**config.mk**
```make
export PLATFORM = sky130hd
export DESIGN_NAME = memory_arbiter
export DESIGN_NICKNAME = d
export VERILOG_FILES = /design/src/fetch_pkg.sv /design/src/memory_arbiter.sv
export VERILOG_INCLUDE_DIRS = /design/src /design/src/src
export SDC_FILE = /design/constraint.sdc
export NUM_CORES = 1
export LEC_CHECK = 0
export ABC_AREA = 1
export BUFFER_PORTS_ARGS = -buffer_cell sky130_fd_sc_hd__buf_2
export CAP_MARGIN = 20
export CORE_AREA = 5 5 73 75
export CTS_BUF_LIST = sky130_fd_sc_hd__clkbuf_16
export CTS_CLUSTER_SIZE = 14
export DETAILED_ROUTE_END_ITERATION = 12
export DIE_AREA = 0 0 78 80
export PLACE_DENSITY = 0.69
export SETUP_SLACK_MARGIN = 0.15
export SYNTH_ARGS = -nofsm -noshare
export SYNTH_HDL_FRONTEND = slang
export SYNTH_SLANG_ARGS = --single-unit
```
**constraint.sdc**
```tcl
create_clock -name clock_i -period 1.1 [get_ports clock_i]
set_input_delay 0.165 -clock clock_i [delete_from_list [all_inputs] [get_ports clock_i]]
set_output_delay 0.165 -clock clock_i [all_outputs]
set_load 0.03 [all_outputs]
```
**src/fetch_settings.svh**
```systemverilog
`ifndef FETCH_SETTINGS_SVH
`define FETCH_SETTINGS_SVH

// ----------------------------------------------------------------------
// instruction buffer
// ----------------------------------------------------------------------

// words held in the buffer, power of two
`define FETCH_BUF_ENTRIES 4

// ----------------------------------------------------------------------
// memory
// ----------------------------------------------------------------------

// instruction and data word width
`define WORD_BITS 32

// word address width, 256 words
`define MEM_ADDR_BITS 8

`endif

```
**src/fetch_pkg.sv**
```systemverilog
`default_nettype none

`include "fetch_settings.svh"

package fetch_pkg;

	// ------------------------------------------------------------------
	// data and address
	// ------------------------------------------------------------------

	// one memory word, also one instruction
	typedef logic [`WORD_BITS-1:0] word_t;

	// word address into the unified memory
	typedef logic [`MEM_ADDR_BITS-1:0] addr_t;

	// ------------------------------------------------------------------
	// buffer bookkeeping
	// ------------------------------------------------------------------

	// index into the buffer array
	typedef logic [$clog2(`FETCH_BUF_ENTRIES)-1:0] buf_ptr_t;

	// one extra bit so a full buffer is representable
	typedef logic [$clog2(`FETCH_BUF_ENTRIES):0] buf_count_t;

	// load/store port states
	typedef enum logic [1:0] {
		ls_idle,
		ls_wait_grant,
		ls_wait_data
	} ls_state_t;

endpackage

`default_nettype wire

```
**src/memory_arbiter.sv**
```systemverilog
`timescale 1ns/10ps
`default_nettype none

module memory_arbiter import fetch_pkg::*; (
	input  wire   clock_i,
	input  wire   resetn_i,
	input  wire   ls_req_i,
	input  wire   ls_write_i,
	input  addr_t ls_addr_i,
	input  word_t ls_wdata_i,
	input  wire   fetch_req_i,
	input  addr_t fetch_addr_i,
	input  word_t mem_rdata_i,
	output logic  ls_grant_o,
	output logic  fetch_grant_o,
	output logic  mem_en_o,
	output logic  mem_write_o,
	output addr_t mem_addr_o,
	output word_t mem_wdata_o,
	output logic  fetch_return_valid_o,
	output word_t fetch_return_data_o,
	output logic  load_return_valid_o,
	output word_t load_return_data_o
);

	// ------------------------------------------------------------------
	// grant with load/store first
	// ------------------------------------------------------------------
	assign ls_grant_o    = ls_req_i;
	assign fetch_grant_o = fetch_req_i & ~ls_req_i;

	// winner goes to memory in the grant cycle
	assign mem_en_o    = ls_req_i | fetch_req_i;
	assign mem_write_o = ls_req_i & ls_write_i;
	assign mem_addr_o  = ls_req_i ? ls_addr_i : fetch_addr_i;
	assign mem_wdata_o = ls_wdata_i;

	// ------------------------------------------------------------------
	// owner pipeline that matches the two-cycle memory read
	// ------------------------------------------------------------------
	logic rd_s1_q, rd_s2_q;
	// high means the read belongs to fetch
	logic own_s1_q, own_s2_q;

	always_ff @(posedge clock_i) begin
		if (!resetn_i) begin
			rd_s1_q  <= 1'b0;
			rd_s2_q  <= 1'b0;
			own_s1_q <= 1'b0;
			own_s2_q <= 1'b0;
		end else begin
			rd_s1_q  <= mem_en_o & ~mem_write_o;
			own_s1_q <= fetch_grant_o;
			rd_s2_q  <= rd_s1_q;
			own_s2_q <= own_s1_q;
		end
	end

	// steer the returning word
	assign fetch_return_valid_o = rd_s2_q & own_s2_q;
	assign load_return_valid_o  = rd_s2_q & ~own_s2_q;
	assign fetch_return_data_o  = mem_rdata_i;
	assign load_return_data_o   = mem_rdata_i;

	// ------------------------------------------------------------------
	// checks
	// ------------------------------------------------------------------
	a_one_grant: assert property (@(posedge clock_i) disable iff (!resetn_i)
		!(ls_grant_o && fetch_grant_o))
		else $error("both memory grants high");

endmodule

`default_nettype wire

```
## After elaboration in Yosys (flattened, before gate mapping)

Index checks and enable logic that the tools add are counted.

- Bits in registers: 4
- Input port bits: 85

- Bitwise logic cells: 9
- Mux-type cells: 1

Operator list:

| cell | count |
|---|---|
| 2-to-1 mux 8 bit | 1 |
| AND 1 bit | 5 |
| inverter 1 bit | 3 |
| OR 1 bit | 1 |

## Longest topological paths before layout

- Depth after elaboration: 3
- Mapped depth: 4

## Worst setup path before layout

Ideal clock, no wire load.

- Kind: reg2out
- Start: reg rd_s2_q
- End: out load_return_valid_o
- Arrival: 0.739 ns
- Path buffers: 0
- Slack: 0.196 ns
- Cell stages (with the launch flop): 3
- Path through: dfxtp_1 inv_1 nor2_1

- Word-level cells in the longest chain between the ends: 1

RTL lines:

| what | RTL line | RTL |
|---|---|---|
| start: declaration | memory_arbiter.sv:41 | `logic rd_s1_q, rd_s2_q;` |
| start signal: assignment | memory_arbiter.sv:54 | `rd_s2_q <= rd_s1_q;` |
| AND 1 bit | memory_arbiter.sv:61 | `assign load_return_valid_o = rd_s2_q & ~own_s2_q;` |
| end: declaration | memory_arbiter.sv:22 | `output logic load_return_valid_o,` |

Every way passes these cells.

## Worst setup path after layout

Ends and elaborated chain as after synthesis.

==> metrics <==
worst hold path depth=3; met2 wire length=782 microns; drt wl/cell=13.06 microns; top_reg_cell synth=dfxtp_1; register bit total from synthesis=4; Tot Pwr=0.9376 mW; Post-Syn Area=988.4 sq um; GP Congestion=0.6528; total CTS buffers=3; status=finished clean; RSZ-0062 raised after global routing=yes; PD cells=1444 nW/um^2; Max Fanout on Critical Path=2; Synth cell types=9; synthesized area per cell=6.817 sq um; Area growth, synth to finish=-34.30%; Worst-Margin Slew=157.2 ps; Root Buffer=clkbuf_16; syn_nets=230; GRT Total Usage=0.05605; Async SR Flop Fraction=0; Final HPWL DP=1546 microns; Detail Route Antenna Nets=0; WP depth=3; normalized max-slew margin=0.8959; initial antenna violation count=0; largest area contributor in the netlist=buf_4; Max H-tree Level=1; max-cap viol count=0; final setup fails=0; Via-to-Cell Ratio=3.571; metal3 WL=413 microns; Gate Count Post-Synth=145; Leak=0.3819 nW; Metal-1 WL=441 microns; Tmin final=969.8 ps; critical path cell sequence=inv_2 -> nor2_2 -> buf_6; required time worst endpoint=940 ps; drt total wl=1828 microns; # hold bufs at CTS=0; setup_tns=0 ps; most frequent cell after synthesis=buf_4; nets@finish=173; CTS sink cnt=4; clk_lat worst skew=220 ps; first-pass GRT wire length=2704 microns; gr ovfl total=0; # rows=25; DR DRC count=0; top post-synthesis cells by count=buf_4, nand2_1, inv_1; Hold Vio Cnt, Final=0; Reg2Reg Depth=2; CP Capture Type=primary output; peak supply drop=0.0005626 V; Worst Path Arrival=800 ps; register area share after synthesis=0.08101; Worst-path clk slew=30 ps; Initial Util=0.2150; drt pass-1 iters=3; Die Ht=80 microns; hold slack=169.1 ps; Port Buffer Count=34; ANT cells=0; top sig layer=met4; initial drt markers=2; Die ar.=6240 sq um; post-CTS setup buffer count=0; fraction of layout cells with a size suffix above 1=0.5581; period utilisation layout=0.8816; Max Slew Vio Count=0; die width=78 microns; Ys Warns=0; startpoint types=flip-flop; # fillers=524; f_max=1031 MHz; Max Clock Skew=0.02223 ps; HP Class=input pin to flip-flop; CP max-delay cell=dfxtp_2; Bufs and invs on worst path=2; CTS tree=yes; core area=4598 sq um; Post-synth EDFFs=0; clk buf depth=2; Top Ports=195; post-synth top area share=0.7367; worst setup path class=flip-flop to primary output; CP max stage delay=320 ps; largest net degree at the start of global routing=10; largest delay contributor family on the critical path=flip-flops; Area contributors post-synth=buf_4, nand2_1, dfxtp_1; via count=500; vias in the first global route=574
stage by stage:
| stage | cell area [sq um] | std cells | utilization | worst slack, ps |
|---|---|---|---|---|
| floorplan | 988.4 | 145 | - | 195.7 |
| global placement | 514.2 | 137 | 0.1118 | 109.5 |
| detailed placement | 514.2 | 137 | 0.1118 | 100.0 |
| CTS | 616.8 | 140 | 0.1342 | 123.1 |
| global route | 649.4 | 140 | 0.1412 | 96.11 |
| finish | 649.4 | 140 | 0.1412 | 130.2 |
final timing paths:
check / endpoint / from / slack (ps)
max: load_return_valid_o / rd_s2_q$_SDFF_PN0_ / 130
min: own_s2_q$_SDFF_PN0_ / resetn_i / 170
max reg2reg: rd_s2_q$_SDFF_PN0_ / rd_s1_q$_SDFF_PN0_ / 620
min reg2reg: own_s2_q$_SDFF_PN0_ / own_s1_q$_SDFF_PN0_ / 410
per-layer routing:
metal	GRT usage	up-vias
met1	0.04078	193
li1	-	213
met5	0	-
met2	0.08347	60
met4	0.06419	0
met3	0.04628	34
state kept, by name, indices dropped and copies added, names as in the netlist:
register and cells:
own_s2_q 1, rd_s1_q 1, own_s1_q 1, rd_s2_q 1
power by group:
part | switching [mW] | internal (mW)
clock | 0.0910 | 0.463
sequential | 0.00284 | 0.154
combinational | 0.133 | 0.0940
total | 0.227 | 0.711
layout make-up:
class                      count  area [sq um]  share of cell area
timing repair buffer          36         242.7              0.3738
multi-input combinational     34         142.6              0.2197
sequential                     4         82.58              0.1272
clock buffer                   3         75.07              0.1156
tap                           54         67.56              0.1040
inverter                       9         38.79             0.05973
placed cells by master, fill, tap and decap left out, drive strengths merged:
cell type / instances
buf: 35
clkbuf: 4
dfxtp: 4
inv: 9
nand2: 30
nor2: 4
worst reg2reg max path, cell delays in order, from the launching register on:
cell     delay [ps]
dfxtp_1         290
nand2_1          60
inv_1            30
logic make-up after synthesis:
family,after synthesis,synth area share
flops,4,0.08102
simple gates,34,0.1367
buf+inv,107,0.7823
timing repair:
item / CTS / global route
gates resized for setup: 10 / 19
hold endpoints to repair: 0 / 0
endpoints found under the setup margin: 12 / 12
pin swaps: 0 / 1
gates cloned: 0 / 0
Note: power is estimated with default switching activity, not from simulation.
