===== config.mk =====
export PLATFORM = sky130hd
export DESIGN_NAME = load_store_port
export DESIGN_NICKNAME = d
export VERILOG_FILES = /design/src/fetch_pkg.sv /design/src/load_store_port.sv
export VERILOG_INCLUDE_DIRS = /design/src /design/src/src
export SDC_FILE = /design/constraint.sdc
export NUM_CORES = 1
export LEC_CHECK = 0
export BUFFER_PORTS_ARGS = -buffer_cell sky130_fd_sc_hd__buf_4
export CAP_MARGIN = 20
export CELL_PAD_IN_SITES_DETAIL_PLACEMENT = 1
export CELL_PAD_IN_SITES_GLOBAL_PLACEMENT = 1
export CORE_ASPECT_RATIO = 1.5
export CORE_MARGIN = 4
export CORE_UTILIZATION = 29
export CTS_BUF_LIST = sky130_fd_sc_hd__clkbuf_16
export CTS_CLUSTER_DIAMETER = 60
export DETAILED_ROUTE_END_ITERATION = 10
export PLACE_DENSITY = 0.78
export SLEW_MARGIN = 20
export SYNTH_ARGS = -nofsm -noshare
export SYNTH_HDL_FRONTEND = slang
export SYNTH_SLANG_ARGS = --single-unit

===== constraint.sdc =====
create_clock -name clock_i -period 2.96 [get_ports clock_i]
set_input_delay 0.444 -clock clock_i [delete_from_list [all_inputs] [get_ports clock_i]]
set_output_delay 0.444 -clock clock_i [all_outputs]
set_load 0.01 [all_outputs]

===== src/fetch_settings.svh =====
`ifndef FETCH_SETTINGS_SVH
`define FETCH_SETTINGS_SVH

// ----------------------------------------------------------------------
// instruction buffer
// ----------------------------------------------------------------------

// words held in the buffer, power of two
`define FETCH_BUF_ENTRIES 4

// ----------------------------------------------------------------------
// memory
// ----------------------------------------------------------------------

// instruction and data word width
`define WORD_BITS 32

// word address width, 256 words
`define MEM_ADDR_BITS 8

`endif


===== src/fetch_pkg.sv =====
`default_nettype none

`include "fetch_settings.svh"

package fetch_pkg;

	// ------------------------------------------------------------------
	// data and address
	// ------------------------------------------------------------------

	// one memory word, also one instruction
	typedef logic [`WORD_BITS-1:0] word_t;

	// word address into the unified memory
	typedef logic [`MEM_ADDR_BITS-1:0] addr_t;

	// ------------------------------------------------------------------
	// buffer bookkeeping
	// ------------------------------------------------------------------

	// index into the buffer array
	typedef logic [$clog2(`FETCH_BUF_ENTRIES)-1:0] buf_ptr_t;

	// one extra bit so a full buffer is representable
	typedef logic [$clog2(`FETCH_BUF_ENTRIES):0] buf_count_t;

	// load/store port states
	typedef enum logic [1:0] {
		ls_idle,
		ls_wait_grant,
		ls_wait_data
	} ls_state_t;

endpackage

`default_nettype wire


===== src/load_store_port.sv =====
`timescale 1ns/10ps
`default_nettype none

module load_store_port import fetch_pkg::*; (
	input  wire   clock_i,
	input  wire   resetn_i,
	input  wire   ls_valid_i,
	input  wire   ls_write_i,
	input  addr_t ls_addr_i,
	input  word_t ls_wdata_i,
	input  wire   ls_grant_i,
	input  wire   load_return_valid_i,
	input  word_t load_return_data_i,
	output logic  ls_busy_o,
	output logic  ls_req_o,
	output logic  ls_req_write_o,
	output addr_t ls_req_addr_o,
	output word_t ls_req_wdata_o,
	output logic  ld_valid_o,
	output word_t ld_data_o
);

	// ------------------------------------------------------------------
	// local signals
	// ------------------------------------------------------------------
	ls_state_t state_q;
	logic      write_q;
	addr_t     addr_q;
	word_t     wdata_q;
	logic      ld_valid_q;
	word_t     ld_data_q;

	assign ls_busy_o      = (state_q != ls_idle);
	assign ls_req_o       = (state_q == ls_wait_grant);
	assign ls_req_write_o = write_q;
	assign ls_req_addr_o  = addr_q;
	assign ls_req_wdata_o = wdata_q;
	assign ld_valid_o     = ld_valid_q;
	assign ld_data_o      = ld_data_q;

	// ------------------------------------------------------------------
	// FSM
	// ------------------------------------------------------------------
	always_ff @(posedge clock_i) begin
		if (!resetn_i) begin
			state_q    <= ls_idle;
			ld_valid_q <= 1'b0;
		end else begin
			ld_valid_q <= 1'b0;
			case (state_q)
				ls_idle:
					if (ls_valid_i)
						state_q <= ls_wait_grant;
				// store is done at the grant
				ls_wait_grant:
					if (ls_grant_i)
						state_q <= write_q ? ls_idle : ls_wait_data;
				ls_wait_data:
					if (load_return_valid_i) begin
						state_q    <= ls_idle;
						ld_valid_q <= 1'b1;
					end
				default:
					state_q <= ls_idle;
			endcase
		end
	end

	// command and load payload
	always_ff @(posedge clock_i) begin
		if ((state_q == ls_idle) & ls_valid_i) begin
			write_q <= ls_write_i;
			addr_q  <= ls_addr_i;
			wdata_q <= ls_wdata_i;
		end
		if ((state_q == ls_wait_data) & load_return_valid_i)
			ld_data_q <= load_return_data_i;
	end

	// one command at a time from outside
	a_no_cmd_when_busy: assert property (@(posedge clock_i) disable iff (!resetn_i)
		!(ls_valid_i && ls_busy_o))
		else $error("load/store command while port busy");

endmodule

`default_nettype wire


## Word level (Yosys, flattened, before mapping)

Cells that the tools add are included.

- Add/subtract/negate cells: 0
- $mul: 0
- Div/mod/pow operators: 0
- Order comparisons: 0
- Equality and inequality tests: 5
- Shift operators: 0
- Mux-type cells: 6
- Bitwise operators: 2
- Reduce and logical (&&, ||, !) cells: 4

Operators with widths:

| cell | count |
|---|---|
| 2-bit 2-to-1 mux | 4 |
| 2-bit inequality test, second input constant | 3 |
| 2-bit case mux with 3 select lines | 1 |
| 3-bit AND reduction | 1 |
| 1-bit bitwise AND | 2 |
| 2-bit by 1-bit == test with 1-bit output, second input constant | 1 |
| 2-bit == test, second input constant | 1 |
| 2-bit logical NOT | 1 |
| 2-bit AND reduction | 1 |
| 2-bit nonzero test | 1 |
| 1-bit 2-to-1 mux | 1 |

- Flip-flop bits (word level): 76
- Bits in latches: 0
- Bits in writable memories: 0
- ROM bits: 0
- Input port bits: 78
- Logic and storage cells: 23
- Memories: 0

## Depth between registers and ports, before layout

Gate-level depths: netlist of run 1.

- Depth after elaboration: 3
- Mapped depth: 3
- Mapped depth without buffers: 2

## Least setup slack after synthesis of run 1

No wires, ideal clock.

- Path kind: flip-flop to flip-flop
- Start: register state_q[0]
- End: register addr_q[0] (netlist: ls_req_addr_o[0]), enable pin
- Setup time: 0.439 ns
- Arrival: 2.488 ns
- Required time: 2.521 ns
- Setup slack: 0.033 ns
- Stages on the path, launching flop included: 4
- Clock period less this slack: 2.927 ns
- Cell sequence: dfxtp_1 -> buf_6 -> or2_2 -> nor2_1

- Longest elaborated chain between the ends: 2

Ends and longest elaborated chain:

| what | line | text |
|---|---|---|
| start, declared | load_store_port.sv:26 | `ls_state_t state_q;` |
| start signal, assigned | load_store_port.sv:46 | `state_q <= ls_idle;` |
| start signal, assigned | load_store_port.sv:53 | `state_q <= ls_wait_grant;` |
| start signal, assigned | load_store_port.sv:57 | `state_q <= write_q ? ls_idle : ls_wait_data;` |
| 2-bit logical NOT | load_store_port.sv:71 | `if ((state_q == ls_idle) & ls_valid_i) begin` |
| 1-bit bitwise AND | load_store_port.sv:71 |  |
| end signal, assigned | load_store_port.sv:73 | `addr_q <= ls_addr_i;` |
| end, declared | load_store_port.sv:28 | `addr_t addr_q;` |

No other way between the ends.
A chain may end at the register's enable or synchronous reset.

## Worst setup path in the final report of run 1

- Start: register state_q[0]
- End: output ls_busy_o

- Longest elaborated chain between the ends: 1

Ends and longest elaborated chain:

| what | line | text |
|---|---|---|
| 2-bit nonzero test | load_store_port.sv:33 | `assign ls_busy_o = (state_q != ls_idle);` |
| end, declared | load_store_port.sv:14 | `output logic ls_busy_o,` |

No other way between the ends.

==> results of run 1 <==
==> power by group through the flow <==
stage / sequential [µW] / combinational [µW] / clock (µW)
floorplan: 1290 / 27.4 / 0
global placement: 1270 / 195 / 0
detailed placement: 1270 / 201 / 0
CTS: 1250 / 201 / 984
global route: 1250 / 213 / 1040
finish: 1250 / 198 / 949
==> critical path, delay by kind of cell, from the launching register on <==
kind | cells | cell delay [ns]
AND/OR/NAND/NOR | 1 | 0.38
buffers and inverters | 1 | 0.16
flip-flops | 1 | 0.41
==> cells by family (layout without fill, tap and decap cells) <==
family | after synthesis | count (layout) | share of synthesized area, %
flip-flops | 76 | 76 | 95.29
buffers and inverters | 2 | 171 | 0.6351
multiplexers | 1 | 1 | 0.6351
AND/OR/NAND/NOR | 11 | 11 | 2.753
AO/OA/AOI/OAI | 2 | 2 | 0.6880
==> worst paths after layout <==
path	start	slack [ns]	cells after the start	endpoint
setup / recovery	state_q[0]$_SDFFE_PN0P_	1.24	2	ls_busy_o
hold / removal	ls_wdata_i[25]	0.29	1	ls_req_wdata_o[25]$_DFFE_PP_
setup reg to reg	state_q[0]$_SDFFE_PN0P_	1.26	3	ls_req_wdata_o[2]$_DFFE_PP_
hold reg to reg	state_q[1]$_SDFFE_PN0P_	0.64	2	ld_valid_o$_SDFF_PN0_
==> flip-flops by register name (all words and copies together) (netlist names) <==
signal and flops:
ld_data_o 32, ls_req_wdata_o 32, ls_req_addr_o 8, state_q 2, ld_valid_o 1, ls_req_write_o 1
==> synth_stat cells, types with 2 or more instances <==
cell / n / area (µm²)
edfxtp_1: 73 / 2192
dfxtp_1: 3 / 60.06
nand2b_1: 3 / 18.77
nor3b_1: 3 / 22.52
nor2_1: 2 / 7.510
==> layout make-up <==
type | instances | share of cell area, %
Sequential cell | 76 | 57.40
Timing Repair Buffer | 154 | 29.46
Clock buffer | 9 | 5.740
Tap cell | 105 | 3.348
Multi-Input combinational cell | 14 | 2.838
Clock inverter | 7 | 1.116
Inverter | 1 | 0.09566
==> per-layer routing <==
metal	wire [µm]	share of wire, %
met1	1699	29
met2	3478	58
met3	671	11
met4	111	1.9
met5	0	0
==> stage by stage <==
step	util, %	total power [µW]	hold slack, ns	instances	setup WS [ns]
2_1_floorplan	-	1317	0.4926	92	0.03295
3_3_place_gp	45.93	1462	0.5885	350	1.277
3_5_place_dp	45.93	1471	0.6203	350	1.235
4_1_cts	49.31	2433	0.2777	366	1.218
5_1_grt	49.31	2508	0.2725	366	1.181
6_report	49.31	2393	0.2941	366	1.244
==> impl_metrics.tcl, run 1 <==
set metrics [dict create \
    slew_viol_final 0 \
    worst_pin_slew_ns 0.8401 \
    grtUsageMet1_pct 10.94 \
    wire_per_inst_um 16.28 \
    numClockSinks 76 \
    rsz0062_at_grt "false" \
    max_freq_mhz 582.7 \
    use_met3_pct 6.021 \
    syn_avg_cell_area_um2 25.69 \
    clock_skew_ns 0.009317 \
    area_delta_synth_final_pct 66.01 \
    fillers 767 \
    final-seq-area_um2 2252 \
    finalHoldViolations 0 \
    synthFlopType "edfxtp_1" \
    arrival_ns 1.27 \
    grt.met2_usage_pct 23.83 \
    cellPowerDensity_nw_per_um2 610.0 \
    initial_core_util_pct 29.70 \
    ys_ff_latch 76 \
    drc 0 \
    internal-power_uw 1910 \
    multi_input_area_um2 111.4 \
    drtIter0Drc 73 \
    grt_usage_pct 12.81 \
    synth_edf_count 73 \
    drtAntennaViolNets 0 \
    die_h_um 118.6 \
    netlist_area_um2 2364 \
    start_kind "register" \
    hp-class "in2reg" \
    pwr-share-clk_pct 39.6 \
    h-tree-depth 3 \
    dpl.hpwl_um 4811 \
    synthCells 92 \
    layout_common_cells "buf_4 (154), edfxtp_1 (73), clkbuf_16 (9)" \
    cts_buffer_depth 2 \
    path_cells "or2_2 -> buf_4" \
    comb_power_share_pct 8.3 \
    ir_worst_vdd_v 0.0004299 \
    finalSetupViolCount 0 \
    antennaDiodeCount 0 \
    rows 40 \
    holdBufCountCts 0 \
    finalCritPeriodShare_pct 57.98 \
    design_area_um2 3924 \
    wirelength_um 5960 \
    synth_fp_nets 170 \
    postPlaceCellArea_um2 3655 \
    num_vias 1483 \
    sw_frac_of_total_pct 20.18 \
    antenna_found_initial 0 \
    tns_ns 0 \
    max_stage_delay_ns 0.41 \
    final_common_cell "buf_4" \
    grt_start_max_net_pins 42 \
    fin_crit_ns 1.716 \
    power.leakage_uw 0.001615 \
    viasPerCell 4.052 \
    power.switching_uw 483.0 \
    async_reset_ff_share_pct 0 \
    cap_viol_max_count 0 \
    clk_latency_ns 0.32 \
    cts_tree "done" \
    cts_resized 0 \
    fp.coreArea_um2 7958 \
    drt-pass1-iter-count 4 \
    die_w_um 81.71 \
    clkTransAtPathRegs_ns 0.06 \
    top_usage_layer "met2" \
    max_slew_margin_pct 43.86 \
    yosysWarnings 0 \
    ios 154 \
    numCtsBuffers 9 \
    grt_pass1_vias 1655 \
    cp-end-kind "primary output" \
    cts-root-buf "clkbuf_16" \
    cts_setup_buffers 0 \
    dieArea_um2 9688 \
    criticalPathCategory "reg2out" \
    synth_seq_area_share_pct 95.29 \
    drive_gt1_share_pct 65.90 \
    synthDistinctLibCells 13 \
    nNetsFinal 334 \
    gp_congestion 0.6709 \
    grt_pass1_wl_um 8769 \
    portBuffers 153 \
    cp.required_ns 2.52 \
    critPathMaxFanout 9 \
    slowest_stage "dfxtp_1" \
    grt_overflow_total 0 \
    p_seq_share_pct 52.1 \
    outcome "completed" \
]
Note: power is estimated with default switching activity, not from simulation.
==> run 2: changes to the inputs <==
- CORE_UTILIZATION: 29 -> 33
- PLACE_DENSITY: 0.78 -> 0.83
- clock period: 2.96 -> 1.7 ns (I/O delays scaled with it)
==> run 2 against run 1 <==
Against the previous run: clock skew decreased by 0.0034 ns; sequential share of layout area fell by 0.16 points; setup slack got worse by 0.98 ns; first-iteration DRC count rose by 58%; wire length grew 5.6%; clock power up 76%; worst hold slack lost 0.19 ns; die area shrank 11%; largest power group unchanged.
==> impl_metrics.tcl, run 2 (synthesis gave the netlist of run 1 again) <==
set metrics [dict create \
    antenna_found_initial 0 \
    finalHoldViolations 0 \
    r2r-start "state_q[0]$_SDFFE_PN0P_" \
    ios 154 \
    drtIter0Drc 115 \
    cap_viol_max_count 0 \
    finalCritPeriodShare_pct 84.61 \
    cts_tree "done" \
    drt-pass1-iter-count 3 \
    final-seq-area_um2 2252 \
    fp.coreArea_um2 6898 \
    max_slew_margin_pct 75.92 \
    cp.required_ns 1.44 \
    criticalPathCategory "reg2out" \
    numClockSinks 76 \
    portBuffers 153 \
    drive_gt1_share_pct 66.16 \
    holdBufCountCts 0 \
    clkTransAtPathRegs_ns 0.06 \
    min_delay_path_depth 1 \
    cts_buffer_depth 2 \
    grt_pass1_vias 1768 \
    max_freq_mhz 695.3 \
    grt_usage_pct 15.34 \
    start_kind "register" \
    critPathMaxFanout 9 \
    worstHoldStart "ls_wdata_i[10]" \
    num_vias 1514 \
    power.leakage_uw 0.001636 \
    gp_congestion 0.6726 \
    post-place-ws_ns 0.3545 \
    grt_pass1_wl_um 9501 \
    grt_overflow_total 0 \
    final_common_cell "buf_4" \
    multi_input_area_um2 113.9 \
    final_core_util_pct 57.05 \
    cp-end-kind "primary output" \
    cts_resized 0 \
    dieArea_um2 8608 \
    h-tree-depth 3 \
    clock_skew_ns 0.005945 \
    drtAntennaViolNets 0 \
    die_w_um 77.10 \
    ir_worst_vdd_v 0.0006882 \
    wire_per_inst_um 18.46 \
    postLayoutSetupSlackWorst_ns 0.2617 \
    finalSetupViolCount 0 \
    cts-root-buf "clkbuf_16" \
    die_h_um 111.7 \
    worst_pin_slew_ns 0.3608 \
    grt_start_max_net_pins 33 \
    rrSetupSlack_ns 0.32 \
    layout_common_cells "buf_4 (154), edfxtp_1 (73), clkbuf_16 (9)" \
    hp-class "in2reg" \
    viasPerCell 4.440 \
    numCtsBuffers 9 \
    area_delta_synth_final_pct 66.49 \
    nNetsFinal 336 \
    wirelength_um 6296 \
    antennaDiodeCount 0 \
    fillers 656 \
    holdPathEnd "ls_req_wdata_o[10]$_DFFE_PP_" \
    ff2ff_path_depth 3 \
    fin_crit_ns 1.438 \
    rsz0062_at_grt "false" \
    outcome "completed" \
    cellPowerDensity_nw_per_um2 1066 \
    tns_ns 0 \
    drc 0 \
    clk_latency_ns 0.33 \
    rows 37 \
    slew_viol_final 0 \
    arrival_ns 1.18 \
    cts_setup_buffers 0 \
    initial_core_util_pct 34.26 \
    r2r-end "ls_req_addr_o[2]$_DFFE_PP_" \
]
run 2: through the flow:
stage	power [µW]	instance area [µm²]	hold WS, ns	std cells
detailed placement	2573	3664	0.4344	325
global route	4380	3935	0.08061	341
global placement	2556	3664	0.4330	325
finish	4196	3935	0.1014	341
CTS	4248	3935	0.09101	341
floorplan	2296	2381	0.3539	92
run 2: where the power goes:
part	internal, µW	leakage (µW)	switching, µW
combinational	217	0.000804	142
clock	977	0.000126	688
sequential	2140	0.000706	27.6
run 2: worst max-delay path by stage:
stage	start	end	slack, ns	cells past startpoint
floorplan	state_q[0]$_SDFFE_PN0P_	ls_req_addr_o[0]$_DFFE_PP_	-0.01	3
global placement	state_q[0]$_SDFFE_PN0P_	ls_req_wdata_o[20]$_DFFE_PP_	0.38	3
detailed placement	state_q[0]$_SDFFE_PN0P_	ls_req_addr_o[6]$_DFFE_PP_	0.35	3
CTS	state_q[0]$_SDFFE_PN0P_	ls_busy_o	0.24	2
global route	state_q[0]$_SDFFE_PN0P_	ls_busy_o	0.20	2
finish	state_q[0]$_SDFFE_PN0P_	ls_busy_o	0.26	2
run 2: layer usage:
metal | wire [µm] | GRT usage [%] | up-vias
met1 | 1955 | 14.67 | 709
met5 | 0 | 0 | -
met4 | 128 | 7.126 | 0
li1 | - | - | 692
met2 | 3434 | 26.89 | 103
met3 | 777 | 8.010 | 10
run 2: critical path, stage by stage, from the launching register on:
cell and delay [ns]:
dfxtp_1 0.53, or2_4 0.21, buf_4 0.12
run 2: cell type report:
type	instances	area share, %
clock buffer	9	5.723
clock inverter	7	1.176
inverter	1	0.09539
multi-input combinational	14	2.893
sequential	76	57.23
tap	78	2.480
timing repair buffer	156	30.40
