File: config.mk
export PLATFORM = sky130hd
export DESIGN_NAME = instruction_buffer
export DESIGN_NICKNAME = d
export VERILOG_FILES = /design/src/fetch_pkg.sv /design/src/instruction_buffer.sv
export VERILOG_INCLUDE_DIRS = /design/src /design/src/src
export SDC_FILE = /design/constraint.sdc
export NUM_CORES = 1
export LEC_CHECK = 0
export BUFFER_PORTS_ARGS = -buffer_cell sky130_fd_sc_hd__buf_2
export CAP_MARGIN = 40
export CORE_UTILIZATION = 52
export DETAILED_ROUTE_END_ITERATION = 8
export PLACE_DENSITY = 0.76
export SETUP_SLACK_MARGIN = 0.1
export SLEW_MARGIN = 5
export SYNTH_ARGS = -nofsm -noshare
export SYNTH_HDL_FRONTEND = slang
export SYNTH_SLANG_ARGS = --single-unit
File: constraint.sdc
create_clock -name clock_i -period 2.01 [get_ports clock_i]
set_input_delay 0.201 -clock clock_i [delete_from_list [all_inputs] [get_ports clock_i]]
set_output_delay 0.201 -clock clock_i [all_outputs]
set_load 0.02 [all_outputs]
File: src/fetch_settings.svh
`ifndef FETCH_SETTINGS_SVH
`define FETCH_SETTINGS_SVH

// ----------------------------------------------------------------------
// instruction buffer
// ----------------------------------------------------------------------

// words held in the buffer, power of two
`define FETCH_BUF_ENTRIES 4

// ----------------------------------------------------------------------
// memory
// ----------------------------------------------------------------------

// instruction and data word width
`define WORD_BITS 32

// word address width, 256 words
`define MEM_ADDR_BITS 8

`endif

File: src/fetch_pkg.sv
`default_nettype none

`include "fetch_settings.svh"

package fetch_pkg;

	// ------------------------------------------------------------------
	// data and address
	// ------------------------------------------------------------------

	// one memory word, also one instruction
	typedef logic [`WORD_BITS-1:0] word_t;

	// word address into the unified memory
	typedef logic [`MEM_ADDR_BITS-1:0] addr_t;

	// ------------------------------------------------------------------
	// buffer bookkeeping
	// ------------------------------------------------------------------

	// index into the buffer array
	typedef logic [$clog2(`FETCH_BUF_ENTRIES)-1:0] buf_ptr_t;

	// one extra bit so a full buffer is representable
	typedef logic [$clog2(`FETCH_BUF_ENTRIES):0] buf_count_t;

	// load/store port states
	typedef enum logic [1:0] {
		ls_idle,
		ls_wait_grant,
		ls_wait_data
	} ls_state_t;

endpackage

`default_nettype wire

File: src/instruction_buffer.sv
`timescale 1ns/10ps
`default_nettype none

`include "fetch_settings.svh"

module instruction_buffer import fetch_pkg::*; (
	input  wire   clock_i,
	input  wire   resetn_i,
	input  wire   valid_i,
	input  word_t data_i,
	input  wire   read_i,
	input  wire   clear_i,
	input  wire   request_i,
	output word_t data_o,
	output logic  avail_o
);

	// ------------------------------------------------------------------
	// local signals
	// ------------------------------------------------------------------
	word_t      buf_regs [0:`FETCH_BUF_ENTRIES-1];
	buf_ptr_t   wr_ptr_q;
	buf_ptr_t   rd_ptr_q;
	buf_count_t count_q;
	buf_count_t n_active_q;
	logic       reject_q;

	logic       empty;
	logic       accepted;
	buf_count_t pending;

	// return is kept unless a clear or a pending reject eats it
	assign accepted = valid_i & ~clear_i & ~reject_q;
	assign empty    = (count_q == '0);

	// fetches still in flight once this cycle's return is counted
	assign pending  = n_active_q - buf_count_t'(valid_i);

	// ------------------------------------------------------------------
	// output side
	// ------------------------------------------------------------------

	// empty buffer passes the returning word straight through
	assign data_o  = empty ? data_i : buf_regs[rd_ptr_q];
	assign avail_o = ~empty | accepted;

	// ------------------------------------------------------------------
	// buffer control
	// ------------------------------------------------------------------
	always_ff @(posedge clock_i) begin
		if (!resetn_i) begin
			wr_ptr_q   <= '0;
			rd_ptr_q   <= '0;
			count_q    <= '0;
			n_active_q <= '0;
			reject_q   <= 1'b0;
		end else begin
			// outstanding fetches, kept across a clear
			if (request_i & ~valid_i)
				n_active_q <= n_active_q + 1'b1;
			else if (~request_i & valid_i)
				n_active_q <= n_active_q - 1'b1;

			if (clear_i) begin
				wr_ptr_q <= '0;
				rd_ptr_q <= '0;
				count_q  <= '0;
				// one older fetch still on its way is stale
				reject_q <= (pending != '0);
			end else begin
				if (valid_i & reject_q)
					reject_q <= 1'b0;
				if (accepted)
					wr_ptr_q <= wr_ptr_q + 1'b1;
				if (read_i)
					rd_ptr_q <= rd_ptr_q + 1'b1;
				// a bypassed word read at once leaves the count alone
				count_q <= count_q + buf_count_t'(accepted) - buf_count_t'(read_i);
			end
		end
	end

	// storage, the bypass case writes too and is overwritten later
	always_ff @(posedge clock_i) begin
		if (accepted)
			buf_regs[wr_ptr_q] <= data_i;
	end

	// ------------------------------------------------------------------
	// checks
	// ------------------------------------------------------------------

	// consumer must follow avail_o
	a_read_when_avail: assert property (@(posedge clock_i) disable iff (!resetn_i)
		read_i |-> avail_o)
		else $error("instruction buffer read while no word available");

	// sequencer credit keeps returns from overflowing the array
	a_no_overflow: assert property (@(posedge clock_i) disable iff (!resetn_i)
		accepted |-> (count_q != buf_count_t'(`FETCH_BUF_ENTRIES)))
		else $error("instruction buffer written while full");

endmodule

`default_nettype wire

======== Word level (Yosys, flattened, before mapping) ========
Memory sizes are Yosys's and may differ from the RTL's. A register that Yosys moved wholly into a read port is not among the register bits.
Cells that the tools add are included.
word-level totals
  memory bits (writable) .................. 128
  bits of input ports ..................... 38
  memories ................................ 1
  word-level logic and storage cells ...... 39
  output and inout bits ................... 33
  bits in registers ....................... 11
memory list
  memory    words  bits a word  read ports  clocked after Yosys merged registers in  wr ports  RTL line                  source
  buf_regs  4      32           1           1                                        1         instruction_buffer.sv:21  word_t buf_regs [0:`FETCH_BUF_ENTRIES-1];
cells by class
  add/sub/neg operators ................... 7
  multiplexer cells ....................... 9
  bitwise logic cells ..................... 12
  reductions and logical operators ........ 5
operators by type and width
  kind                                               count
  2-to-1 mux 32 bit                                  1
  2-to-1 mux 3 bit                                   2
  NOT 1 bit                                          6
  subtractor 3 x 1 -> 3 bit                          2
  AND 1 bit                                          5
  adder 2 x 1 -> 2 bit (second input constant)       2
  2-to-1 mux 1 bit                                   4
  2-to-1 mux 2 bit                                   2
  nonzero test 2 bit                                 2
  adder 3 x 1 -> 3 bit                               1
  adder 3 x 1 -> 3 bit (second input constant)       1
  zero test 3 bit                                    1
  nonzero test 3 bit                                 1
  subtractor 3 x 1 -> 3 bit (second input constant)  1
  OR reduction 2 bit                                 1
  bitwise OR 1 bit                                   1

======== Depth between registers and ports, before layout ========
Gate-level depths: netlist (run 1).
  word-level depth ........................ 5
  depth in mapped cells ................... 11
  depth with buffers taken out ............ 11

======== Least setup slack after synthesis (run 1) ========
No wires, ideal clock.
  kind .................................... register -> register
  start point ............................. register reject_q
  end point ............................... register count_q[2]
  data required time ...................... 1886 ps
  cell stages (with the launch flop) ...... 11
  buffers on the path ..................... 0
  setup time .............................. 124 ps
  path slack .............................. 77 ps
  data arrival time ....................... 1809 ps
  cells stage by stage .................... dfxtp_1 nor3_1 inv_1 ha_1 inv_1 ha_1 inv_1 fa_1 xor2_1 xnor2_1 nor2_1
between the ends
  cells in the longest elaborated chain, start to end .. 4
ends and longest elaborated chain
  what                       RTL line                  source
  start, declared            instruction_buffer.sv:26  logic reject_q;
  start signal, assigned     instruction_buffer.sv:69  reject_q <= (pending != '0);
  NOT 1 bit                  instruction_buffer.sv:33  assign accepted = valid_i & ~clear_i & ~reject_q;
  AND 1 bit                  instruction_buffer.sv:33
  adder 3 x 1 -> 3 bit       instruction_buffer.sv:78  count_q <= count_q + buf_count_t'(accepted) - buf_count_t'(read_i);
  subtractor 3 x 1 -> 3 bit  instruction_buffer.sv:78
  end signal, assigned       instruction_buffer.sv:78
  end, declared              instruction_buffer.sv:24  buf_count_t count_q;
No other way between the ends.
A chain may end at the register's enable or synchronous reset.

==> results.json, run 1 <==
{
  "pwr-share-clk_pct": 42.4,
  "wl_per_cell_um": 19.1,
  "rsz0062_at_grt": "true",
  "violations": "negative setup slack",
  "syn_area_um2": 5660,
  "max-vdd-ir-drop_v": 0.000766,
  "io_pins": 71,
  "clk_pin_slew_ps": 60,
  "vias": 2949,
  "cts_tree": "done",
  "vias_per_cell": 5.36,
  "routabilityCongestion": 0.699,
  "cts-root-buf": "clkbuf_8",
  "ys_top_cells_by_area": "edfxtp_1 68%, mux4_2 13%, mux2_2 6.4%",
  "final_common_cell": "edfxtp_1",
  "outcome": "finished, violations left",
  "final_cell_mix": "128 x edfxtp_1, 53 x buf_2, 34 x dlygate4sd3_1",
  "die_area_um2": 11300,
  "worstPathRequired_ps": 1810,
  "cp_data_arrival_time_ps": 2070,
  "path_class": "register to output pin",
  "layout.cells.non_filler": 550,
  "core_um2": 10500,
  "cp_cell_sequence": "buf_12 > mux4_2 > mux2_2 > buf_2",
  "max_freq_mhz": 440,
  "dr.pass1.iters": 4,
  "syn_nets": 320,
  "p_int_mw": 5.75,
  "fin_nets": 450,
  "cts_buffers": 17,
  "grt_max_degree": 31,
  "avgSynthCellArea_um2": 20.8,
  "p_per_area_nw_per_um2": 988,
  "yosysWarnings": 0,
  "layout_setup_ws_ps": -264,
  "initial_core_util_pct": 54.1,
  "drv_slew": 0,
  "htree_levels": 4,
  "grt_pass1_vias": 3094,
  "clock_skew_ps": 8.60,
  "syn2layout_area_growth_pct": 31.5,
  "drc_errors": 0,
  "n_antenna_cell": 0,
  "cap_violations": 0,
  "ant_nets": 0,
  "power.leakage_nw": 2.67,
  "sw_frac_of_total_pct": 21.8,
  "portBuffers": 70,
  "syn_inst": 272,
  "die_h_um": 106,
  "clock_path_buffers": 2,
  "place_inst": 480,
  "wl_mm": 10.5,
  "ys_seq_elements": 141,
  "switchingPower_mw": 1.61,
  "hold_path.class": "primary input to register",
  "yosysTopAreaCellShare_pct": 67.9,
  "slew_headroom_pct": 75.7,
  "rows": 37,
  "worst_slew_pin_slew_ps": 364,
  "drive_gt1_share_pct": 46.1,
  "grt.total_usage_pct": 19.7,
  "final-setup-viol-count": 32,
  "antenna_found_initial": 0,
  "seqPwrFrac_pct": 44.9,
  "yosysSeqAreaShare_pct": 72.5,
  "worstPathMaxFanout": 9,
  "clock_sinks": 141,
  "fin_crit_sh_pct": 113,
  "overflow": 0,
  "hold_ws_ps": 32.5,
  "cp_slowest_cell": "mux4_2",
  "drt_iter0_markers": 184,
  "worstSetupEndpointType": "output pin",
  "die_w_um": 106,
  "critPathMaxStageDelay_ps": 520,
  "grt_pass1_wl_mm": 16.0,
  "synthDistinctLibCells": 25,
  "start_kind": "register",
  "clock_latency_ps": 520,
  "post-dp-hpwl_mm": 5.95,
  "yosysTopAreaCell": "edfxtp_1",
  "post-route-min-period_ps": 2270,
  "comb_power_share_pct": 12.7,
  "hold_viol": 0
}
## layer usage
layer  track usage [%]  vias to the layer above  share of wire [%]
met5                 0                        -                  0
li1                  -                     1349                  -
met4              8.83                        0                1.8
met3              5.21                       15                3.2
met2              30.2                       72                 50
met1              26.8                     1513                 45
## worst paths after layout
kind	from	to	slack [ps]	cells past startpoint
max	register	data_o[31]	-260	4
max reg2reg	reject_q$_SDFFE_PN0P_	count_q[2]$_SDFF_PP0_	90	10
min	clear_i	reject_q$_SDFFE_PN0P_	30	3
min reg2reg	n_active_q[2]$_SDFFE_PN0P_	n_active_q[2]$_SDFFE_PN0P_	510	2
## state kept, by name (all words and copies together) (netlist names), named ones only
register    cells
buf_regs      128
wr_ptr_q        2
rd_ptr_q        2
count_q         3
n_active_q      3
reject_q        1
## Yosys cell counts
cell type,instances
inv_1,10
buf_2,4
dfxtp_1,13
or3_1,1
a311oi_1,1
nor3_1,1
a21oi_1,2
edfxtp_1,128
and2_1,4
xnor2_1,4
nand2b_1,1
nor3_2,1
clkbuf_1,1
mux2_2,32
buf_6,4
xor2_1,4
nor2_1,10
ha_1,8
mux2i_1,2
nand2_1,2
buf_1,2
mux4_2,32
nor2b_1,2
o21ai_0,1
fa_1,2
## final cells by class
| type | count | area, um2 |
|---|---|---|
| clock buffers | 19 | 422 |
| clock inverters | 12 | 171 |
| fillers | 640 | 3020 |
| inverters | 10 | 37.5 |
| multi-input cells | 110 | 1510 |
| flip-flops and latches | 141 | 4110 |
| well taps | 136 | 170 |
| repair buffers | 122 | 1020 |
## cells by family (layout without fill, tap and decap cells)
logic type                 after synthesis  in the layout  synth area share [%]
AOI/OAI and AO/OA                        4              4                 0.420
xor gates and xnor gates                 8              8                  1.24
buffers and inverters                   21            163                  2.01
adders and majority gates               10             10                  2.47
and+or+nand+nor                         22             22                  1.94
muxes                                   66             66                  19.4
DFF                                    141            141                  72.5
## critical path: cells and delay by family (launching register included)
family / cells / cell delay [ps]
flops: 1 / 430
mux: 2 / 810
buf+inv: 2 / 330
## power groups by stage
stage	clock network (mW)	registers [mW]	logic, mW
finish	3.12	3.30	0.934
global route	3.27	3.31	0.996
CTS	3.16	3.30	0.829
detailed placement	0	3.36	0.761
global placement	0	3.36	0.746
floorplan	0	3.35	0.507
## repair_timing
action	in CTS	in global routing
setup endpoints to repair	32	33
resized for setup	7	43
hold endpoints to repair	133	0
gates cloned	1	1
hold buffers	34	0
setup buffers	0	3
pin swaps	1	2
## metrics by stage
stage               util (%)  setup slack (ps)  instance area, um2  total power, mW  setup TNS [ps]
floorplan                  -               164                5670             3.86               0
detailed placement      60.0             -9.02                6270             4.12           -9.02
global route            71.2              -325                7450             7.58           -9390
finish                  71.2              -264                7450             7.36           -7460
global placement        60.0              41.2                6270             4.10               0
CTS                     69.3              -293                7250             7.29           -8210
(Power assumes the default switching activity.)
==> inputs of run 2 (changes only) <==
REMOVE_ABC_BUFFERS = 1   (was unset)
==> run 2 against run 1 <==
  * The flow still finishes with violations (negative setup slack)
  * First-iteration DRC count decreased by 33%
  * Maximum frequency shrank 0.10%
  * Sequential cell count unchanged
  * Count of clock-buffer cells in the layout up 2
  * Clock power is 7.1% lower
  * Largest cell class unchanged
==> results.json, run 2 (synthesis gave the netlist of run 1 again) <==
{
  "cap_violations": 0,
  "drc_errors": 0,
  "cts-root-buf": "clkbuf_8",
  "die_h_um": 106,
  "grt_pass1_wl_mm": 15.8,
  "seqPwrFrac_pct": 46.8,
  "portBuffers": 70,
  "layout_setup_ws_ps": -266,
  "die_area_um2": 11300,
  "grt_pass1_vias": 3009,
  "r2r_slack_ps": 110,
  "violations": "negative setup slack",
  "switchingPower_mw": 1.50,
  "hold_viol": 0,
  "vias_per_cell": 5.40,
  "p_per_area_nw_per_um2": 970,
  "p_int_mw": 5.56,
  "io_pins": 71,
  "grtUsageMet1_pct": 24.9,
  "use_met2_pct": 31.9,
  "final_cell_mix": "128 x edfxtp_1, 61 x buf_2, 33 x dlygate4sd3_1",
  "pwr-share-clk_pct": 41.0,
  "post-dp-hpwl_mm": 5.75,
  "clock_skew_ps": 7.58,
  "fin_crit_sh_pct": 113,
  "antenna_found_initial": 0,
  "n_antenna_cell": 0,
  "cts_buffers": 17,
  "wl_mm": 10.1,
  "rsz0062_at_grt": "true",
  "start_kind": "register",
  "grt_max_degree": 33,
  "power.leakage_nw": 2.58,
  "worstPathRequired_ps": 1810,
  "fin_nets": 444,
  "clock_latency_ps": 510,
  "routabilityCongestion": 0.708,
  "worst_slew_pin_slew_ps": 358,
  "grt.total_usage_pct": 19.4,
  "hold_ws_ps": 31.1,
  "wl_per_cell_um": 18.6,
  "comb_power_share_pct": 12.2,
  "vias": 2937,
  "postCtsSetupBuffers": 0,
  "outcome": "finished, violations left",
  "sw_frac_of_total_pct": 21.3,
  "max-vdd-ir-drop_v": 0.000567,
  "core_um2": 10500,
  "hold_path.class": "primary input to register",
  "worstSetupEndpointType": "output pin",
  "largest_register_ffs": 128,
  "final_common_cell": "edfxtp_1",
  "max_freq_mhz": 439,
  "top_regs": "buf_regs x128, count_q x3, n_active_q x3",
  "rows": 37,
  "drv_slew": 0,
  "die_w_um": 106,
  "worstPathMaxFanout": 11,
  "syn2layout_area_growth_pct": 28.5,
  "cp_data_arrival_time_ps": 2080,
  "slew_headroom_pct": 76.1,
  "drive_gt1_share_pct": 44.6,
  "gr-usage-met3_pct": 4.84,
  "setup-tns-final_ps": -6780,
  "top_register": "buf_regs",
  "ant_nets": 0,
  "dr.pass1.iters": 4,
  "path_class": "register to output pin",
  "initial_core_util_pct": 54.1,
  "clock_path_buffers": 2,
  "htree_levels": 4,
  "grt_busiest_layer": "met2",
  "final-setup-viol-count": 32,
  "clock_sinks": 141,
  "clk_pin_slew_ps": 60,
  "post-route-min-period_ps": 2280,
  "overflow": 0,
  "drt_iter0_markers": 123,
  "cts_tree": "done"
}
## run 2: cell count changes in the layout (fill, tap and decap cells not counted), sizes merged
cell,before,now
clkinv,6,7
clkinvlp,2,0
dlygate4sd3,34,33
buf,87,83
bufinv,4,3
clkbuf,20,21
## run 2: stage by stage
stage	power (mW)	utilization, %	instance area [um2]	cells	setup slack, ps
floorplan	3.84	-	5590	261	-599
global route	7.30	69.5	7280	544	-329
CTS	7.08	69.0	7220	544	-304
detailed placement	4.12	60.1	6290	479	-46.1
global placement	4.10	60.1	6290	479	17.8
finish	7.06	69.5	7280	544	-266
## run 2: final cells by class
type | count | area [um2]
multi-input cells | 110 | 1470
repair buffers | 116 | 935
inverters | 10 | 37.5
clock inverters | 10 | 123
clock buffers | 21 | 429
well taps | 136 | 170
fillers | 678 | 3190
flip-flops and latches | 141 | 4110
## run 2: final timing paths
kind                                    from                    endpoint  depth (start not counted)
setup / recovery                    register                  data_o[29]                          4
hold / removal                       clear_i       reject_q$_SDFFE_PN0P_                          3
setup reg to reg       reject_q$_SDFFE_PN0P_       count_q[2]$_SDFF_PP0_                         10
hold reg to reg   n_active_q[2]$_SDFFE_PN0P_  n_active_q[2]$_SDFFE_PN0P_                          2
## run 2: power by group through the flow
stage / clock network [mW] / logic, mW / registers (mW)
global route: 3.07 / 0.923 / 3.31
global placement: 0 / 0.747 / 3.36
finish: 2.90 / 0.861 / 3.30
floorplan: 0 / 0.474 / 3.37
detailed placement: 0 / 0.763 / 3.36
CTS: 2.94 / 0.830 / 3.30
## run 2: per-layer routing
metal  vias to the layer above  part of all wire [%]
li1                       1343                     -
met1                      1500                    44
met2                        81                    51
met3                        13                   4.2
met4                         0                   1.4
met5                         -                     0
## run 2: what timing repair did
action,in CTS,in global routing
pin swaps,0,2
endpoints found under the hold margin,131,0
hold buffers,33,0
gates resized for setup,7,19
gates cloned,1,0
setup endpoints to repair,33,33
## run 2: critical path, cell delays in order, from the launching register on
cell and delay, ps:
dfxtp_4 410, buf_12 170, mux4_2 520, mux2_2 290, buf_2 160
